<file path="src/boot_rom.hex">
// boot rom image, one hex byte per line, address 0 first
f3
31
00
f0
c3
10
00
3e
55
d3
a8
76
18
fe
00
ff

</file>
<file path="src/design/msx_bus_pkg.sv">
`default_nettype none

package msx_bus_pkg;

    typedef logic [15:0] addr_t;     // cpu address
    typedef logic [7:0]  data_t;     // one bus byte
    typedef logic [1:0]  page_t;     // addr[15:14]
    typedef logic [7:0]  slot_map_t; // two bits per page, page 0 in [1:0]
    typedef logic [1:0]  msel_t;     // [1] high byte latch, [0] low byte latch

    // cpu side of the bridge
    typedef struct packed {
        addr_t addr;
        logic  mreq_n;
        logic  iorq_n;
        logic  rd_n;
        logic  wr_n;
        logic  m1_n;
        logic  rfsh_n;
    } cpu_bus_t;

    typedef struct packed {
        logic mreq_n;
        logic iorq_n;
        logic rd_n;
        logic wr_n;
        logic m1_n;
        logic rfsh_n;
    } ext_ctrl_t;

    // filtered pins back to the cpu, strobes are one cycle wide
    typedef struct packed {
        logic wait_n;
        logic int_n;
        logic clk_rise;
        logic clk_fall;
    } cpu_ctrl_t;

    typedef enum logic {DEMUX_IDLE, DEMUX_LATCH} demux_state_e;

    typedef enum logic [1:0] {ISO_IDLE, ISO_ACTIVE, ISO_WAIT} iso_state_e;

    localparam data_t PPI_PORT = 8'ha8; // 8255 port A, primary slot select

endpackage

`default_nettype wire
</file>
<file path="src/design/msx_bus_bridge.sv">
`timescale 1ns/1ns
`default_nettype none

module msx_bus_bridge #(
    parameter int FILTER_LEN = 3,
    parameter int TON        = 5,
    parameter int TP         = 2,
    parameter int ISO_DELAY  = 2,
    parameter int ROM_ADDR_W = 4
) (
    input  wire                          clk_108m,
    input  wire                          bus_reset_n,
    input  wire                          ext_wait_n,
    input  wire                          ext_int_n,
    input  wire                          ext_clk_3m6,
    input  wire msx_bus_pkg::data_t      ext_data_in,
    input  wire msx_bus_pkg::cpu_bus_t   cpu_bus,
    input  wire msx_bus_pkg::data_t      cpu_dout,
    output wire msx_bus_pkg::data_t      cpu_din,
    output wire msx_bus_pkg::cpu_ctrl_t  cpu_ctrl,
    output wire msx_bus_pkg::ext_ctrl_t  ext_ctrl,
    output wire msx_bus_pkg::data_t      ext_mp,
    output wire msx_bus_pkg::data_t      ext_data_out,
    output wire msx_bus_pkg::msel_t      ext_msel,
    output wire                          ext_data_oe
);

    msx_bus_pkg::data_t     ext_data;   // filtered data pins
    msx_bus_pkg::slot_map_t slot_map;
    msx_bus_pkg::data_t     rom_data;
    logic [ROM_ADDR_W-1:0]  rom_addr;
    logic                   rom_claim;

    pin_sync #(.FILTER_LEN(FILTER_LEN)) u_pin_sync (
        .clk_108m, .bus_reset_n, .ext_wait_n, .ext_int_n, .ext_clk_3m6,
        .ext_data_in, .cpu_ctrl, .ext_data
    );

    addr_demux #(.TON(TON), .TP(TP)) u_addr_demux (
        .clk_108m, .bus_reset_n, .addr(cpu_bus.addr), .ext_mp, .ext_msel
    );

    slot_regs u_slot_regs (
        .clk_108m, .bus_reset_n, .cpu_bus, .cpu_dout, .slot_map
    );

    bus_decode #(.ROM_ADDR_W(ROM_ADDR_W)) u_bus_decode (
        .clk_108m, .cpu_bus, .slot_map, .ext_data, .rom_data,
        .rom_addr, .rom_claim, .cpu_din
    );

    boot_rom #(.ROM_ADDR_W(ROM_ADDR_W)) u_boot_rom (
        .clk_108m, .rom_addr, .rom_data
    );

    bus_isolation #(.ISO_DELAY(ISO_DELAY)) u_bus_isolation (
        .clk_108m, .bus_reset_n, .cpu_bus, .rom_claim, .cpu_dout,
        .ext_ctrl, .ext_data_out, .ext_data_oe
    );

endmodule

`default_nettype wire

</file>
<file path="src/design/bus_isolation.sv">
`timescale 1ns/1ns
`default_nettype none

module bus_isolation #(
    parameter int ISO_DELAY = 2
) (
    input  wire                          clk_108m,
    input  wire                          bus_reset_n,
    input  wire msx_bus_pkg::cpu_bus_t   cpu_bus,
    input  wire                          rom_claim,
    input  wire msx_bus_pkg::data_t      cpu_dout,
    output msx_bus_pkg::ext_ctrl_t       ext_ctrl,
    output msx_bus_pkg::data_t           ext_data_out,
    output logic                         ext_data_oe
);

    localparam int CNT_W = (ISO_DELAY > 1) ? $clog2(ISO_DELAY) : 1;

    msx_bus_pkg::iso_state_e state;
    logic [CNT_W-1:0]        cnt;
    logic                    rd_gate_n;
    logic                    wr_gate_n;
    logic                    cpu_strobe;

    assign cpu_strobe = !cpu_bus.rd_n || !cpu_bus.wr_n;

    //--------------------------------------------------------------------------
    // strobe delay, release is immediate through the OR below
    //--------------------------------------------------------------------------
    always_ff @(posedge clk_108m or negedge bus_reset_n) begin
        if (!bus_reset_n) begin
            state     <= msx_bus_pkg::ISO_IDLE;
            cnt       <= '0;
            rd_gate_n <= 1'b1;
            wr_gate_n <= 1'b1;
        end else begin
            case (state)
                msx_bus_pkg::ISO_IDLE: begin
                    cnt       <= '0;
                    rd_gate_n <= 1'b1;
                    wr_gate_n <= 1'b1;
                    if (cpu_strobe) begin
                        state <= msx_bus_pkg::ISO_ACTIVE;
                    end
                end
                msx_bus_pkg::ISO_ACTIVE: begin
                    if (cnt == CNT_W'(ISO_DELAY - 1)) begin
                        rd_gate_n <= cpu_bus.rd_n;   // open whichever is asserted
                        wr_gate_n <= cpu_bus.wr_n;
                        state     <= msx_bus_pkg::ISO_WAIT;
                    end else begin
                        cnt <= cnt + 1'b1;
                    end
                end
                msx_bus_pkg::ISO_WAIT: begin
                    if (!cpu_strobe) begin
                        rd_gate_n <= 1'b1;
                        wr_gate_n <= 1'b1;
                        state     <= msx_bus_pkg::ISO_IDLE;
                    end
                end
                default: state <= msx_bus_pkg::ISO_IDLE;
            endcase
        end
    end

    always_comb begin
        ext_ctrl.mreq_n = cpu_bus.mreq_n | rom_claim;  // local rom hides the cycle
        ext_ctrl.iorq_n = cpu_bus.iorq_n;
        ext_ctrl.rd_n   = cpu_bus.rd_n | rd_gate_n | rom_claim;
        ext_ctrl.wr_n   = cpu_bus.wr_n | wr_gate_n;
        ext_ctrl.m1_n   = cpu_bus.m1_n;
        ext_ctrl.rfsh_n = cpu_bus.rfsh_n;
    end

    assign ext_data_out = cpu_dout;
    assign ext_data_oe  = !cpu_bus.wr_n;

    rd_wr_excl_a: assert property (@(posedge clk_108m) disable iff (!bus_reset_n)
        !(!ext_ctrl.rd_n && !ext_ctrl.wr_n))
        else $error("external rd_n and wr_n both asserted");

endmodule

`default_nettype wire

</file>
<file path="src/design/boot_rom.sv">
`timescale 1ns/1ns
`default_nettype none

module boot_rom #(
    parameter int ROM_ADDR_W = 4
) (
    input  wire                     clk_108m,
    input  wire [ROM_ADDR_W-1:0]    rom_addr,
    output msx_bus_pkg::data_t      rom_data
);

    msx_bus_pkg::data_t rom_mem [2**ROM_ADDR_W];

    initial begin
        $readmemh("/design/src/boot_rom.hex", rom_mem);
    end

    always_ff @(posedge clk_108m) begin
        rom_data <= rom_mem[rom_addr];  // one cycle read
    end

endmodule

`default_nettype wire

</file>
<file path="src/design/bus_decode.sv">
`timescale 1ns/1ns
`default_nettype none

module bus_decode #(
    parameter int ROM_ADDR_W = 4
) (
    input  wire                          clk_108m,
    input  wire msx_bus_pkg::cpu_bus_t   cpu_bus,
    input  wire msx_bus_pkg::slot_map_t  slot_map,
    input  wire msx_bus_pkg::data_t      ext_data,
    input  wire msx_bus_pkg::data_t      rom_data,
    output logic [ROM_ADDR_W-1:0]        rom_addr,
    output logic                         rom_claim,
    output msx_bus_pkg::data_t           cpu_din
);

    msx_bus_pkg::page_t page;
    logic [1:0]         pri_slot;
    logic               mem_read;
    logic               claim_q;

    assign page     = cpu_bus.addr[15:14];
    assign pri_slot = slot_map[2 * page +: 2];

    // refresh cycles also drive mreq_n low, keep them out
    assign mem_read  = !cpu_bus.mreq_n && cpu_bus.rfsh_n && !cpu_bus.rd_n;
    assign rom_claim = mem_read && !cpu_bus.addr[15] && (pri_slot == 2'b00);

    // rom is mirrored over pages 0-1
    assign rom_addr = cpu_bus.addr[ROM_ADDR_W-1:0];

    // select follows the rom read latency
    always_ff @(posedge clk_108m) begin
        claim_q <= rom_claim;
    end

    assign cpu_din = claim_q ? rom_data : ext_data;

endmodule

`default_nettype wire

</file>
<file path="src/design/slot_regs.sv">
`timescale 1ns/1ns
`default_nettype none

module slot_regs (
    input  wire                          clk_108m,
    input  wire                          bus_reset_n,
    input  wire msx_bus_pkg::cpu_bus_t   cpu_bus,
    input  wire msx_bus_pkg::data_t      cpu_dout,
    output msx_bus_pkg::slot_map_t       slot_map
);

    logic ppi_write;

    // i/o write to port A8h, interrupt acknowledge excluded
    assign ppi_write = !cpu_bus.iorq_n && cpu_bus.m1_n && !cpu_bus.wr_n
                       && (cpu_bus.addr[7:0] == msx_bus_pkg::PPI_PORT);

    always_ff @(posedge clk_108m or negedge bus_reset_n) begin
        if (!bus_reset_n) begin
            slot_map <= '0;            // all pages in slot 0
        end else if (ppi_write) begin
            slot_map <= cpu_dout;
        end
    end

endmodule

`default_nettype wire

</file>
<file path="src/design/addr_demux.sv">
`timescale 1ns/1ns
`default_nettype none

module addr_demux #(
    parameter int TON = 5,
    parameter int TP  = 2   // gap before and after the byte swap
) (
    input  wire                      clk_108m,
    input  wire                      bus_reset_n,
    input  wire msx_bus_pkg::addr_t  addr,
    output msx_bus_pkg::data_t       ext_mp,
    output msx_bus_pkg::msel_t       ext_msel
);

    localparam int SEQ_LEN = 2 * TON + 2 * TP;
    localparam int CNT_W   = $clog2(SEQ_LEN);
    localparam logic [CNT_W-1:0] HI_END   = CNT_W'(TON - 1);
    localparam logic [CNT_W-1:0] LO_SWAP  = CNT_W'(TON + TP - 1);
    localparam logic [CNT_W-1:0] LO_START = CNT_W'(TON + 2 * TP - 1);
    localparam logic [CNT_W-1:0] SEQ_END  = CNT_W'(SEQ_LEN - 1);

    msx_bus_pkg::demux_state_e state;
    msx_bus_pkg::addr_t        addr_q;
    logic [CNT_W-1:0]          cnt;
    logic                      addr_valid;
    logic                      low_sel;
    logic                      addr_changed;

    assign addr_changed = !addr_valid || (addr != addr_q);
    assign ext_mp       = low_sel ? addr_q[7:0] : addr_q[15:8];

    // address held for the whole two-byte sequence
    always_ff @(posedge clk_108m) begin
        if (state == msx_bus_pkg::DEMUX_IDLE && addr_changed) begin
            addr_q <= addr;
        end
    end

    //--------------------------------------------------------------------------
    // latch sequencer
    //--------------------------------------------------------------------------
    always_ff @(posedge clk_108m or negedge bus_reset_n) begin
        if (!bus_reset_n) begin
            state      <= msx_bus_pkg::DEMUX_IDLE;
            cnt        <= '0;
            addr_valid <= 1'b0;
            low_sel    <= 1'b0;
            ext_msel   <= 2'b00;
        end else begin
            case (state)
                msx_bus_pkg::DEMUX_IDLE: begin
                    cnt     <= '0;
                    low_sel <= 1'b0;
                    if (addr_changed) begin
                        state      <= msx_bus_pkg::DEMUX_LATCH;
                        addr_valid <= 1'b1;
                        ext_msel   <= 2'b10;  // high byte window opens
                    end else begin
                        ext_msel <= 2'b00;
                    end
                end
                msx_bus_pkg::DEMUX_LATCH: begin
                    cnt <= cnt + 1'b1;
                    if (cnt == HI_END) begin
                        ext_msel[1] <= 1'b0;
                    end
                    if (cnt == LO_SWAP) begin
                        low_sel <= 1'b1;
                    end
                    if (cnt == LO_START) begin
                        ext_msel[0] <= 1'b1;
                    end
                    if (cnt == SEQ_END) begin
                        ext_msel <= 2'b00;
                        state    <= msx_bus_pkg::DEMUX_IDLE;
                    end
                end
                default: state <= msx_bus_pkg::DEMUX_IDLE;
            endcase
        end
    end

    msel_excl_a: assert property (@(posedge clk_108m) disable iff (!bus_reset_n)
        !(ext_msel[1] && ext_msel[0]))
        else $error("both address latch strobes high");

endmodule

`default_nettype wire

</file>
<file path="src/design/pin_sync.sv">
`timescale 1ns/1ns
`default_nettype none

module pin_sync #(
    parameter int FILTER_LEN = 3
) (
    input  wire                      clk_108m,
    input  wire                      bus_reset_n,
    input  wire                      ext_wait_n,
    input  wire                      ext_int_n,
    input  wire                      ext_clk_3m6,
    input  wire msx_bus_pkg::data_t  ext_data_in,
    output msx_bus_pkg::cpu_ctrl_t   cpu_ctrl,
    output msx_bus_pkg::data_t       ext_data
);

    localparam int NBITS = 11;
    localparam int CNT_W = (FILTER_LEN > 1) ? $clog2(FILTER_LEN) : 1;
    localparam logic [NBITS-1:0] IDLE_LEVEL = {2'b11, 1'b0, 8'hff};

    logic [NBITS-1:0] pin_raw;
    logic [NBITS-1:0] sync_1;
    logic [NBITS-1:0] sync_2;
    logic [NBITS-1:0] filt;
    logic [CNT_W-1:0] stable_cnt [NBITS];
    logic             clk_prev;

    // bit order is wait, int, bus clock then data[7:0]
    assign pin_raw = {ext_wait_n, ext_int_n, ext_clk_3m6, ext_data_in};

    always_ff @(posedge clk_108m or negedge bus_reset_n) begin
        if (!bus_reset_n) begin
            sync_1   <= IDLE_LEVEL;
            sync_2   <= IDLE_LEVEL;
            filt     <= IDLE_LEVEL;
            clk_prev <= IDLE_LEVEL[8];
            for (int i = 0; i < NBITS; i++) begin
                stable_cnt[i] <= '0;
            end
        end else begin
            sync_1   <= pin_raw;
            sync_2   <= sync_1;
            clk_prev <= filt[8];
            // new level must hold FILTER_LEN samples before it is taken
            for (int i = 0; i < NBITS; i++) begin
                if (sync_2[i] == filt[i]) begin
                    stable_cnt[i] <= '0;          // glitch gone so count starts over
                end else if (stable_cnt[i] == CNT_W'(FILTER_LEN - 1)) begin
                    filt[i]       <= sync_2[i];
                    stable_cnt[i] <= '0;
                end else begin
                    stable_cnt[i] <= stable_cnt[i] + 1'b1;
                end
            end
        end
    end

    always_comb begin
        cpu_ctrl.wait_n   = filt[10];
        cpu_ctrl.int_n    = filt[9];
        cpu_ctrl.clk_rise = filt[8] & ~clk_prev;
        cpu_ctrl.clk_fall = ~filt[8] & clk_prev;
    end

    assign ext_data = filt[7:0];

    // the filter keeps a new clock level for at least FILTER_LEN cycles
    strobe_gap_a: assert property (@(posedge clk_108m) disable iff (!bus_reset_n)
        cpu_ctrl.clk_rise |-> !cpu_ctrl.clk_fall [*FILTER_LEN])
        else $error("bus clock fall strobe too close to rise strobe");

endmodule

`default_nettype wire

</file>
<file path="config.mk">
export PLATFORM = sky130hd
export DESIGN_NAME = msx_bus_bridge
export DESIGN_NICKNAME = d
export VERILOG_FILES = /design/src/design/msx_bus_pkg.sv /design/src/design/msx_bus_bridge.sv /design/src/design/bus_isolation.sv /design/src/design/boot_rom.sv /design/src/design/bus_decode.sv /design/src/design/slot_regs.sv /design/src/design/addr_demux.sv /design/src/design/pin_sync.sv
export SDC_FILE = /design/constraint.sdc
export NUM_CORES = 1
export LEC_CHECK = 0
export ABC_AREA = 1
export BUFFER_PORTS_ARGS = -buffer_cell sky130_fd_sc_hd__buf_2
export CAP_MARGIN = 10
export CORE_AREA = 8 8 92 94
export DETAILED_ROUTE_END_ITERATION = 12
export DIE_AREA = 0 0 100 102
export PLACE_DENSITY_LB_ADDON = 0.1
export SLEW_MARGIN = 20
export SYNTH_ARGS = -nofsm -noshare
export SYNTH_HDL_FRONTEND = slang
export SYNTH_SLANG_ARGS = --single-unit
</file>
<file path="constraint.sdc">
create_clock -name clk_108m -period 2.85 [get_ports clk_108m]
set_input_delay 0.4275 -clock clk_108m [delete_from_list [all_inputs] [get_ports clk_108m]]
set_output_delay 0.4275 -clock clk_108m [all_outputs]
set_load 0.02 [all_outputs]
</file>
* Yosys cells after proc, flatten, opt, wreduce, memory -nomap -nowiden
Cells that the tools add are included.
** Storage, ports and cells
- Register bits after elaboration :: 103
- Logic and storage cells :: 189
** Cells by class
- Muxes and demuxes :: 46
- Reductions and logical operators :: 34
- Equal/unequal tests :: 36
- Add/sub/neg operators :: 13
- Bitwise gates (word level) :: 20
- Shifts and indexed selects :: 1
** Operator list (number)
- $mux W2 :: 27
- $eq A2 B2 Y1 const B :: 12
- $reduce_and A2 Y1 :: 12
- $add A2 B1 Y2 const B :: 11
- $mux W8 :: 2
- $ne A16 B16 Y1 :: 1
- $not A1 Y1 :: 14
- $eq A1 B1 Y1 :: 11
- $mux W1 :: 9
- $eq A4 B3 Y1 const B :: 2
- $eq A4 B4 Y1 const B :: 2
- $eq A8 B8 Y1 const B :: 1
- $logic_and A1 B1 Y1 :: 8
- $pmux W4 S2 :: 1
- $shiftx A8 B4 Y2 :: 1
- $logic_not A1 Y1 :: 6
- $ne A3 B3 Y1 const B :: 2
- $pmux W1 S2 :: 3
- $pmux W1 S3 :: 2
- $pmux W2 S3 :: 1
- $reduce_and A3 Y1 :: 2
- $add A4 B1 Y4 const B :: 1
- $logic_not A2 Y1 :: 2
- $ne A2 B1 Y1 const B :: 2
- 9 further kinds :: 15

* Depth between registers and ports, before layout
- Depth in word-level cells :: 6
- Gate-level depth with buffers :: 9
- Gate-level depth less buffers :: 9

* By module
A second synthesis with hierarchy kept.
** Second synthesis, totals
- Cells, all modules :: 543
- Area, all modules :: 4545.6 µm²
** By module, submodules not included
- pin_sync :: cells each 245, area each 2199.6 µm², instances 1
- addr_demux :: cells each 156, area each 1288.7 µm², instances 1
- slot_regs :: cells each 47, area each 441.7 µm², instances 1
- bus_isolation :: cells each 44, area each 344.1 µm², instances 1
- bus_decode :: cells each 42, area each 207.7 µm², instances 1
- boot_rom :: cells each 9, area each 63.8 µm², instances 1

* Least setup slack after synthesis
No wires, ideal clock.
- Path kind :: register to output
- From :: register u_addr_demux.low_sel
- To :: output ext_mp[2]
- Required time :: 2423 ps
- Slack :: 1238 ps
- Arrival time :: 1184 ps
- Cell stages (with the launch flop) :: 4
- Path through :: dfrtp_1 -> clkbuf_1 -> inv_1 -> o21ai_0
** On the way
- Word-level cells in the longest chain between the ends :: 1
** Ends and longest elaborated chain
- start, declared :: RTL line addr_demux.sv:26 : logic low_sel;
- start signal, assigned :: RTL line addr_demux.sv:47 : low_sel <= 1'b0;
- start signal, assigned :: RTL line addr_demux.sv:53 : low_sel <= 1'b0;
- start signal, assigned :: RTL line addr_demux.sv:68 : low_sel <= 1'b1;
- $mux W8 :: RTL line addr_demux.sv:30 : assign ext_mp = low_sel ? addr_q[7:0] : addr_q[15:8];
- end, declared :: RTL line msx_bus_bridge.sv:22 : output wire msx_bus_pkg::data_t ext_mp,
Every way passes these cells.

* Worst setup path in the final report
- From :: register u_addr_demux.low_sel
- To :: output ext_mp[6]
Same word-level chain as after synthesis.

==> flow_summary.yaml <==
status:
  outcome: "finished, final reports clean"
die:
  die_h_um: 102
  die_area_um2: 10200
  num_rows: 31
  io_pins: 80
  initial_utilization_pct: 53.62
  die_x_um: 100
  coreArea_um2: 7059
clocking:
  cts_root_buf: "clkbuf_8"
  worstSkewPairLatency_ns: 0.34
  cts_max_path_buffers: 2
  cts_resized: 0
  path_clk_slew_ns: 0.09
  hold_buffers: 0
  cts_made_buffers: 9
  cts_num_sinks: 90
  tritoncts: "done"
  htree_levels: 3
  cts_setup_buffers: 0
synthesis:
  yosys_most_used_dff: "dfrtp_1"
  async_reset_ff_share_pct: 82.22
  yosys_warnings: 0
  ys_types: 24
  synthesis.nets: 413
  synthCells: 366
  ys_seq_area_share_pct: 62.68
  synthesis.area_um2: 3785
  synth_edf_count: 16
  synth.avg_cell_area_um2: 10.34
  ys_ff_latch: 90
timing:
  max_slew_margin_pct: 41.16
  setup_tns_ns: 0
  worstMarginPinSlew_ns: 0.8826
  max_freq_ghz: 0.5160
  min_period_over_period_pct: 67.99
  hold_viol_final: 0
  rsz0062_at_grt: "false"
  maxSlewViolCount: 0
  final-setup-viol-count: 0
  layout_min_cycle_time_ns: 1.938
  skew_ns: 0.006674
drt:
  drc: 0
  num_vias: 2428
  first_pass_iters: 4
  via_per_inst: 4.598
  antenna_left: 0
  wl_per_cell_um: 11.86
  drtIter0Drc: 40
  routed_wl_mm: 6.264
global_route:
  antenna_found_initial: 0
  met2_usage_pct: 21.91
  met3_usage_pct: 3.610
  grt_usage_pct: 13.41
  grt_max_degree: 75
  grt_pass1_vias: 2572
  busiest_layer: "met2"
  grt_pass1_wl_mm: 10.85
  overflow: 0
  grt.met1_usage_pct: 16.24
worst_setup_path:
  cp.required_ns: 2.42
  crit_type: "reg2out"
  cp_max_fo: 9
  arrival_ns: 1.51
  critical_path.startpoint_type: "register"
  end_kind: "primary output"
final_layout:
  instances_no_fill: 528
  drive_gt1_share_pct: 28.90
  antenna_cells: 0
  syn2layout_area_growth_pct: 13.12
  final_nets: 471
  fillers: 623
power:
  share_comb_of_total_power_pct: 30.0
  max-vdd-ir-drop_v: 0.0004552
  p_switching_mw: 1.467
  p_clk_share_pct: 20.4
  p_leak_nw: 2.180
  power_frac_seq_pct: 49.6
  intPower_mw: 2.651
  power_density_nw_per_um2: 961.9
  p_total_mw: 4.118
  swShare_pct: 35.63
placed_design:
  dp_hpwl_mm: 4.705
  port_buffers: 71
  place_inst: 512
  routabilityCongestion: 0.7752
flow_run:
  drv_cap: 0
hold_path:
  min_path_type: "in2reg"
critical path, stage by stage (launching register included):
cell and delay (ns):
dfrtp_1 0.52, inv_1 0.22, o21ai_0 0.23, buf_2 0.20
power by group through the flow:
stage	logic (mW)	registers [mW]	clock network (mW)
global placement	1.23	2.05	0
finish	1.24	2.04	0.841
detailed placement	1.26	2.07	0
floorplan	1.02	2.01	0
global route	1.42	2.11	0.919
CTS	1.27	2.05	0.874
cells by family after synthesis:
logic type      Yosys count  synth area share, %
simple gates            125                13.92
buf+inv                  91                11.31
flops                    90                62.68
compound gates           31                4.661
xor+xnor                 15                3.471
mux                      10                2.645
fa+ha+maj                 4                1.322
through the flow:
stage	worst slack, ns	hold WS [ns]	area (um2)	utilization (%)
2_1_floorplan	1.238	0.1319	3785	-
5_1_grt	0.7288	0.1462	4282	60.65
3_3_place_gp	0.9751	0.3357	4090	57.94
6_report	0.9122	0.1716	4282	60.65
4_1_cts	0.8349	0.1519	4282	60.65
3_5_place_dp	0.9242	0.3466	4090	57.94
worst paths after layout:
kind | start | to | slack, ns | cells after the start
max | u_addr_demux.low_sel$_DFFE_PN0P_ | ext_mp[6] | 0.91 | 3
min | ext_wait_n | u_pin_sync.sync_1[10]$_DFF_PN1_ | 0.17 | 1
min in group asynchronous | bus_reset_n | u_pin_sync.stable_cnt[6]$_DFF_PN0_ | 0.18 | 1
max in group asynchronous | bus_reset_n | u_addr_demux.state$_DFF_PN0_ | 2.07 | 1
max reg2reg | u_addr_demux.addr_q[11]$_DFFE_PP_ | u_addr_demux.addr_q[14]$_DFFE_PP_ | 1.07 | 7
min reg2reg | u_pin_sync.sync_1[6]$_DFF_PN1_ | u_pin_sync.sync_2[6]$_DFF_PN1_ | 0.36 | 0
cell usage in the layout (no fill, tap or decap), types with 9 or more instances in the layout:
cell type and instances:
buf_2 70, dfstp_2 32, nor2_1 20, nand2_1 70, nor3_1 23, mux2i_1 10
nand3_1 9, edfxtp_1 16, inv_1 67, dfrtp_1 42, o21ai_0 21, xnor2_1 14
clkbuf_8 9
synth_stat cells, drive strengths merged, types with 2 or more instances:
| library cell | n | share of area (%) |
|---|---|---|
| buf | 22 | 4.5 |
| nor3 | 23 | 3.0 |
| clkbuf | 2 | 0.20 |
| nor2 | 20 | 2.0 |
| ha | 4 | 1.3 |
| o21ai | 25 | 3.7 |
| edfxtp | 16 | 13 |
| mux2i | 10 | 2.6 |
| a21oi | 3 | 0.40 |
| inv | 67 | 6.6 |
| nand3 | 10 | 1.5 |
| nand2 | 70 | 6.9 |
| dfrtp | 42 | 28 |
| xnor2 | 14 | 3.2 |
| dfstp | 32 | 22 |
cell type report:
cell class                      instances  area (um2)  area share [%]
Sequential cell                        90        2372           55.41
Clock inverter                          6       63.81           1.490
Multi-Input combinational cell        185       984.7           23.00
Inverter                               67       251.5           5.874
Clock buffer                           10       127.6           2.981
Tap cell                               99       123.9           2.893
Timing Repair Buffer                   71       357.8           8.358
registers in the layout (all words and copies together) (netlist names), 4 cells and up:
name                   flops
u_addr_demux.addr_q       16
u_addr_demux.cnt           4
u_pin_sync.filt           11
u_pin_sync.stable_cnt     22
u_pin_sync.sync_1         11
u_pin_sync.sync_2         11
u_slot_regs.slot_map       4
per-layer routing:
| metal | up-vias | part of all wire (%) |
|---|---|---|
| met2 | 56 | 46 |
| met5 | - | 0 |
| met4 | 0 | 1.6 |
| met1 | 1129 | 47 |
| met3 | 8 | 4.6 |
| li1 | 1235 | - |
(Power assumes the default switching activity.)
